<file path="config.mk">
export PLATFORM = sky130hd
export DESIGN_NAME = fifo_width_top
export DESIGN_NICKNAME = d
export VERILOG_FILES = /design/src/source/fifo_width_pkg.sv /design/src/source/ram_2p.sv /design/src/source/ram_2p_asym.sv /design/src/source/fifo_width_ctrl.sv /design/src/source/fifo_width_top.sv
export SDC_FILE = /design/constraint.sdc
export NUM_CORES = 2
export LEC_CHECK = 0
export BUFFER_PORTS_ARGS = -buffer_cell sky130_fd_sc_hd__buf_2
export CAP_MARGIN = 20
export CORE_ASPECT_RATIO = 1.2
export CORE_MARGIN = 10
export CORE_UTILIZATION = 55
export CTS_BUF_LIST = sky130_fd_sc_hd__clkbuf_8
export DETAILED_ROUTE_END_ITERATION = 8
export PLACE_DENSITY = 0.69
export SYNTH_ARGS = -nofsm -noshare
export SYNTH_HDL_FRONTEND = slang
export SYNTH_SLANG_ARGS = --single-unit
</file>
<file path="constraint.sdc">
create_clock -name clk_i -period 8.25 [get_ports clk_i]
set_input_delay 1.65 -clock clk_i [delete_from_list [all_inputs] [get_ports clk_i]]
set_output_delay 1.65 -clock clk_i [all_outputs]
set_load 0.02 [all_outputs]
</file>
<file path="src/source/fifo_width_pkg.sv">
`default_nettype none

package fifo_width_pkg;

   // all addresses count bytes
   localparam int byte_w = 8;

   // default fifo geometry
   localparam int def_w_data_w = 32;
   localparam int def_r_data_w = 8;
   localparam int def_addr_w   = 8;

   function automatic int max_w(input int a, input int b);
      if (a > b) begin
         return a;
      end
      return b;
   endfunction

   function automatic int min_w(input int a, input int b);
      if (a < b) begin
         return a;
      end
      return b;
   endfunction

endpackage

`default_nettype wire

</file>
<file path="src/source/ram_2p.sv">
`default_nettype none

module ram_2p #(
   parameter int DATA_W = 8,
   parameter int ADDR_W = 6
) (
   input  wire               clk_i,
   input  wire               w_en_i,
   input  wire  [ADDR_W-1:0] w_addr_i,
   input  wire  [DATA_W-1:0] w_data_i,
   input  wire               r_en_i,
   input  wire  [ADDR_W-1:0] r_addr_i,
   output logic [DATA_W-1:0] r_data_o
);

   localparam int DEPTH = 2 ** ADDR_W;

   logic [DATA_W-1:0] mem [DEPTH];

   // write port
   always_ff @(posedge clk_i) begin
      if (w_en_i) begin
         mem[w_addr_i] <= w_data_i;
      end
   end

   // read port, output holds while r_en_i is low
   always_ff @(posedge clk_i) begin
      if (r_en_i) begin
         r_data_o <= mem[r_addr_i];
      end
   end

endmodule

`default_nettype wire

</file>
<file path="src/source/ram_2p_asym.sv">
`default_nettype none

// byte addressed on both ports, built from N blocks of the narrower width
module ram_2p_asym #(
   parameter int W_DATA_W = 32,
   parameter int R_DATA_W = 8,
   parameter int ADDR_W   = 8
) (
   input  wire                 clk_i,
   input  wire                 w_en_i,
   input  wire  [  ADDR_W-1:0] w_addr_i,
   input  wire  [W_DATA_W-1:0] w_data_i,
   input  wire                 r_en_i,
   input  wire  [  ADDR_W-1:0] r_addr_i,
   output logic [R_DATA_W-1:0] r_data_o
);

   import fifo_width_pkg::*;

   localparam int MAX_W      = max_w(W_DATA_W, R_DATA_W);
   localparam int BLK_W      = min_w(W_DATA_W, R_DATA_W);
   localparam int N          = MAX_W / BLK_W;
   localparam int SEL_W      = $clog2(N);
   localparam int SYM_W      = $clog2(BLK_W / byte_w);
   localparam int BLK_ADDR_W = ADDR_W - SEL_W - SYM_W;

   logic [    N-1:0] en_wr;
   logic [BLK_W-1:0] data_wr [N];
   logic [BLK_W-1:0] data_rd [N];

   for (genvar i = 0; i < N; i++) begin : g_blk
      ram_2p #(
         .DATA_W(BLK_W),
         .ADDR_W(BLK_ADDR_W)
      ) u_blk (
         .clk_i   (clk_i),
         .w_en_i  (en_wr[i]),
         .w_addr_i(w_addr_i[ADDR_W-1:SEL_W+SYM_W]),
         .w_data_i(data_wr[i]),
         .r_en_i  (r_en_i),
         .r_addr_i(r_addr_i[ADDR_W-1:SEL_W+SYM_W]),
         .r_data_o(data_rd[i])
      );
   end

   if (W_DATA_W > R_DATA_W) begin : g_wide_w
      logic [SEL_W-1:0] r_sel;

      // every block takes its own slice, lowest bytes in block 0
      always_comb begin
         for (int j = 0; j < N; j++) begin
            en_wr[j]   = w_en_i;
            data_wr[j] = w_data_i[j*BLK_W+:BLK_W];
         end
      end

      // select follows the data register of the blocks
      always_ff @(posedge clk_i) begin
         if (r_en_i) begin
            r_sel <= r_addr_i[SYM_W+:SEL_W];
         end
      end

      assign r_data_o = data_rd[r_sel];
   end else if (W_DATA_W < R_DATA_W) begin : g_wide_r
      // narrow write goes to one block only
      always_comb begin
         for (int j = 0; j < N; j++) begin
            en_wr[j]   = w_en_i && (w_addr_i[SYM_W+:SEL_W] == SEL_W'(j));
            data_wr[j] = w_data_i;
         end
      end

      always_comb begin
         for (int k = 0; k < N; k++) begin
            r_data_o[k*BLK_W+:BLK_W] = data_rd[k];
         end
      end
   end else begin : g_equal
      assign en_wr[0]   = w_en_i;
      assign data_wr[0] = w_data_i;
      assign r_data_o   = data_rd[0];
   end

   initial begin
      assert (ADDR_W > SEL_W + SYM_W)
      else $error("ADDR_W too small for %0d blocks of %0d bits", N, BLK_W);
      assert (MAX_W % BLK_W == 0)
      else $error("width %0d is not a multiple of %0d", MAX_W, BLK_W);
   end

   a_w_addr_known : assert property (@(posedge clk_i) w_en_i |-> !$isunknown(w_addr_i));
   a_r_addr_known : assert property (@(posedge clk_i) r_en_i |-> !$isunknown(r_addr_i));

endmodule

`default_nettype wire

</file>
<file path="src/source/fifo_width_ctrl.sv">
`default_nettype none

module fifo_width_ctrl #(
   parameter int W_DATA_W = 32,
   parameter int R_DATA_W = 8,
   parameter int ADDR_W   = 8
) (
   input  wire                clk_i,
   input  wire                arst_n_i,
   input  wire                w_en_i,
   input  wire                r_en_i,
   output logic               ram_w_en_o,
   output logic [ADDR_W-1:0]  ram_w_addr_o,
   output logic               ram_r_en_o,
   output logic [ADDR_W-1:0]  ram_r_addr_o,
   output logic               full_o,
   output logic               empty_o,
   output logic [  ADDR_W:0]  level_o,
   output logic               r_valid_o
);

   import fifo_width_pkg::*;

   // bytes moved per access and total depth
   localparam logic [ADDR_W:0] W_BYTES = (ADDR_W + 1)'(W_DATA_W / byte_w);
   localparam logic [ADDR_W:0] R_BYTES = (ADDR_W + 1)'(R_DATA_W / byte_w);
   localparam logic [ADDR_W:0] DEPTH   = (ADDR_W + 1)'(2 ** ADDR_W);

   // extra msb tells full from empty
   logic [ADDR_W:0] w_ptr;
   logic [ADDR_W:0] r_ptr;
   logic [ADDR_W:0] level;
   logic [ADDR_W:0] free;
   logic            w_acc;
   logic            r_acc;

   assign level = w_ptr - r_ptr;
   assign free  = DEPTH - level;

   assign full_o  = free < W_BYTES;
   assign empty_o = level < R_BYTES;
   assign level_o = level;

   assign w_acc = w_en_i && !full_o;
   assign r_acc = r_en_i && !empty_o;

   always_ff @(posedge clk_i or negedge arst_n_i) begin
      if (!arst_n_i) begin
         w_ptr <= '0;
      end else if (w_acc) begin
         w_ptr <= w_ptr + W_BYTES;
      end
   end

   always_ff @(posedge clk_i or negedge arst_n_i) begin
      if (!arst_n_i) begin
         r_ptr <= '0;
      end else if (r_acc) begin
         r_ptr <= r_ptr + R_BYTES;
      end
   end

   // ram read data shows up one clock after the accepted read
   always_ff @(posedge clk_i or negedge arst_n_i) begin
      if (!arst_n_i) begin
         r_valid_o <= 1'b0;
      end else begin
         r_valid_o <= r_acc;
      end
   end

   assign ram_w_en_o   = w_acc;
   assign ram_w_addr_o = w_ptr[ADDR_W-1:0];
   assign ram_r_en_o   = r_acc;
   assign ram_r_addr_o = r_ptr[ADDR_W-1:0];

   // an overrun or an underrun pushes the pointer distance past the depth
   a_level_max : assert property (
      @(posedge clk_i) disable iff (!arst_n_i) level_o <= DEPTH);

endmodule

`default_nettype wire

</file>
<file path="src/source/fifo_width_top.sv">
`default_nettype none

module fifo_width_top #(
   parameter int W_DATA_W = fifo_width_pkg::def_w_data_w,
   parameter int R_DATA_W = fifo_width_pkg::def_r_data_w,
   parameter int ADDR_W   = fifo_width_pkg::def_addr_w
) (
   input  wire                 clk_i,
   input  wire                 arst_n_i,
   input  wire                 w_en_i,
   input  wire  [W_DATA_W-1:0] w_data_i,
   input  wire                 r_en_i,
   output logic [R_DATA_W-1:0] r_data_o,
   output logic                r_valid_o,
   output logic                full_o,
   output logic                empty_o,
   output logic [    ADDR_W:0] level_o
);

   // byte addresses from controller to ram
   logic              ram_w_en;
   logic [ADDR_W-1:0] ram_w_addr;
   logic              ram_r_en;
   logic [ADDR_W-1:0] ram_r_addr;

   fifo_width_ctrl #(
      .W_DATA_W(W_DATA_W),
      .R_DATA_W(R_DATA_W),
      .ADDR_W  (ADDR_W)
   ) u_ctrl (
      .clk_i       (clk_i),
      .arst_n_i    (arst_n_i),
      .w_en_i      (w_en_i),
      .r_en_i      (r_en_i),
      .ram_w_en_o  (ram_w_en),
      .ram_w_addr_o(ram_w_addr),
      .ram_r_en_o  (ram_r_en),
      .ram_r_addr_o(ram_r_addr),
      .full_o      (full_o),
      .empty_o     (empty_o),
      .level_o     (level_o),
      .r_valid_o   (r_valid_o)
   );

   ram_2p_asym #(
      .W_DATA_W(W_DATA_W),
      .R_DATA_W(R_DATA_W),
      .ADDR_W  (ADDR_W)
   ) u_ram (
      .clk_i   (clk_i),
      .w_en_i  (ram_w_en),
      .w_addr_i(ram_w_addr),
      .w_data_i(w_data_i),
      .r_en_i  (ram_r_en),
      .r_addr_i(ram_r_addr),
      .r_data_o(r_data_o)
   );

endmodule

`default_nettype wire

</file>
==> results.sh <==
export IMPL_cts_sinks=2099
export IMPL_post_cts_repair_setup_buffers=0
export IMPL_critPathMaxFanout=46
export IMPL_syn_inst=3157
export IMPL_hold_buffers=0
export IMPL_synth_area_top_cells="edfxtp_1, mux4_2, dfrtp_1"
export IMPL_grt_busiest_layer="met2"
export IMPL_viasPerCell=6.39
export IMPL_tns_ns=0
export IMPL_cp_arrival_ns=4.45
export IMPL_hold_viol=0
export IMPL_route_detailed_drc=0
export IMPL_syn_to_final_growth_pct=11.6
export IMPL_synth_warnings=0
export IMPL_layout_drive_gt1_share_pct=35.4
export IMPL_clk_latency_ns=1.02
export IMPL_timing_fmax_mhz=164
export IMPL_avgRoutedWirePerCell_um=32.7
export IMPL_grt_pass1_wl_mm=267
export IMPL_yosysTopAreaCellShare_pct=77.9
export IMPL_cts_buffers=326
export IMPL_grtUsageMet1_pct=31.0
export IMPL_timing_final_crit_period_ns=6.10
export IMPL_clockBufferDepth=4
export IMPL_ys_ff_latch=2099
export IMPL_fin_worst_skew_ns=0.0451
export IMPL_first_global_vias=38100
export IMPL_final_setup_viol_count=0
export IMPL_slowest_stage="dfrtp_4"
export IMPL_path_buf_inv=2
export IMPL_crit_family="flip-flops"
export IMPL_synth_area_sq_um=80200
export IMPL_synthTopCellsByCount="edfxtp_1, mux4_2, clkbuf_1, buf_1, nor2_1"
export IMPL_use_met2_pct=37.2
export IMPL_rsz0062_at_grt="no"
export IMPL_synth_area_leader_cell="edfxtp_1"
export IMPL_holdPathStages=1
export IMPL_synth_edf_count=2082
export IMPL_first_pass_iters=6
export IMPL_timing_hold_ws_ns=0.494
export IMPL_dieArea_sq_um=162000
export IMPL_overflow=0
export IMPL_ys_flop_type="edfxtp_1"
export IMPL_dp_final_hpwl_mm=104
export IMPL_p_per_area_nw_per_um2=329
export IMPL_final_nets=3535
export IMPL_grtUsageMet3_pct=6.04
export IMPL_grt_antenna_before_repair=15
export IMPL_synthArstFlopShare_pct=0.810
export IMPL_grt_max_degree=123
export IMPL_cts_tree="done"
export IMPL_fin_crit_sh_pct=73.9
export IMPL_track_usage_pct=23.0
export IMPL_drt_initial_drc_count=4091
export IMPL_core_area_sq_um=145000
export IMPL_port_buffers=55
export IMPL_crit_type="flip-flop to output port"
export IMPL_synth_nets=3202
export IMPL_drv_slew=0
export IMPL_syn_avg_cell_area_sq_um=25.4
export IMPL_wl_mm=184
export IMPL_synth_seq_area_share_pct=78.4
export IMPL_clk_pin_slew_ns=0.06
export IMPL_crit_chain="inv_1 > ha_1 > nor3b_2 > o211ai_1 > nand3_1 > nor3b_1 > o311ai_4 > o21a_1 > a21oi_1 > buf_2"
export IMPL_die_h_um=438
export IMPL_cp_start_kind="flip-flop"
export IMPL_cp_depth=10
export IMPL_gp_congestion=0.854
export IMPL_crit_required_ns=6.60
export IMPL_cts_resized_gates=0
export IMPL_vdd_drop_max_mv=0.340
export IMPL_max_stage_delay_ns=1.07
export IMPL_start_util_pct=55.4
export IMPL_num_rows=153
export IMPL_ff2ff_path_depth=11
export IMPL_root_buffer="clkbuf_8"
export IMPL_slew_headroom_pct=22.9
export IMPL_hp_class="flip-flop to flip-flop"
export IMPL_status="complete, no violations"
export IMPL_io_pins=56
export IMPL_maxCapViolCount=0
export IMPL_vias=36100
export IMPL_worst_slew_pin_slew_ns=1.16
export IMPL_drtAntennaViolNets=0
export IMPL_yosysMostFrequentCell="edfxtp_1"
export IMPL_die_w_um=369
export IMPL_synthDistinctLibCells=51
export IMPL_leakage_nw=28.0
export IMPL_h_tree_depth=5
export IMPL_crit_path_end_kind="output port"
## cell usage in the layout (no fill, tap or decap), types with 5 or more instances in the layout
master,count
edfxtp_1,2082
mux4_2,680
clkbuf_8,332
inv_1,109
buf_4,96
clkinv_1,78
buf_2,55
nor2_4,37
clkinv_2,25
nor3_2,24
buf_12,23
xnor2_1,14
dfrtp_1,13
nand2_1,11
nor2_1,10
nand3_1,9
ha_1,9
nand4_1,6
or3_1,5
xor2_1,5
buf_16,5
## final timing paths
| kind | startpoint | endpoint | slack (ns) |
|---|---|---|---|
| worst max register to register | u_ctrl.r_ptr[2]$_DFFE_PN0P_ | u_ram.g_blk[1].u_blk.mem[25][1]$_DFFE_PP_ | 2.67 |
| max in group asynchronous | arst_n_i | u_ctrl.r_ptr[5]$_DFFE_PN0P_ | 7.35 |
| worst min register to register | u_ctrl.r_ptr[8]$_DFFE_PN0P_ | u_ctrl.r_ptr[8]$_DFFE_PN0P_ | 0.49 |
| min in group asynchronous | arst_n_i | u_ctrl.w_ptr[5]$_DFFE_PN0P_ | 0.57 |
| worst max-delay path | u_ctrl.r_ptr[2]$_DFFE_PN0P_ | full_o | 2.15 |
| worst min-delay path | u_ctrl.r_ptr[8]$_DFFE_PN0P_ | u_ctrl.r_ptr[8]$_DFFE_PN0P_ | 0.49 |
## kinds of logic (layout without fill, tap and decap cells)
family          after synthesis  after routing  share of synthesized area (%)
fa+ha+maj                     9              9                          0.140
mux                         683            683                           19.1
buf+inv                     186            734                          0.926
other cells                   0              1                              0
compound gates               25             25                          0.270
simple gates                135            135                          0.862
xor+xnor                     20             20                          0.228
flops                      2099           2099                           78.4
## per-stage QoR
| step | area, sq um | setup WS [ns] | total power [mW] | std cells | util, % |
|---|---|---|---|---|---|
| floorplan | 80200 | 1.33 | 19.0 | 3157 | - |
| global placement | 83500 | 2.77 | 22.0 | 5074 | 57.6 |
| CTS | 89000 | 2.04 | 29.7 | 5619 | 61.4 |
| detailed placement | 83500 | 2.65 | 22.1 | 5076 | 57.6 |
| global route | 89500 | 1.75 | 30.7 | 5643 | 61.8 |
| finish | 89500 | 2.15 | 29.5 | 5643 | 61.8 |
## cell type report
| cell class | count | area (sq um) |
|---|---|---|
| Clock buffer | 332 | 4570 |
| Clock inverter | 211 | 950 |
| Timing Repair Buffer | 179 | 1590 |
| Fill cell | 9609 | 55400 |
| Multi-Input combinational cell | 872 | 17000 |
| Antenna cell | 1 | 2.50 |
| Sequential cell | 2099 | 63000 |
| Inverter | 12 | 52.6 |
| Tap cell | 1937 | 2420 |
## power breakdown
group          total, mW  switching, mW  internal, mW
registers           13.0          0.488          12.5
clock network       7.60           3.77          3.83
logic               8.85           4.79          4.07
total               29.5           9.04          20.4
## registers in the layout (all words and copies together), names as in the netlist
| register | flops |
|---|---|
| u_ctrl.r_valid_o | 1 |
| u_ctrl.r_ptr | 9 |
| u_ram.g_blk.u_blk.r_data_o | 32 |
| u_ram.g_blk.u_blk.mem | 2048 |
| u_ram.g_wide_w.r_sel | 2 |
| u_ctrl.w_ptr | 7 |
## layer usage
metal | vias to the layer above | share of wire, %
li1 | 14500 | -
met1 | 19400 | 38
met5 | - | 0.029
met2 | 1825 | 51
met3 | 316 | 9.2
met4 | 8 | 2.5
Power figures use the tool's default switching activity.
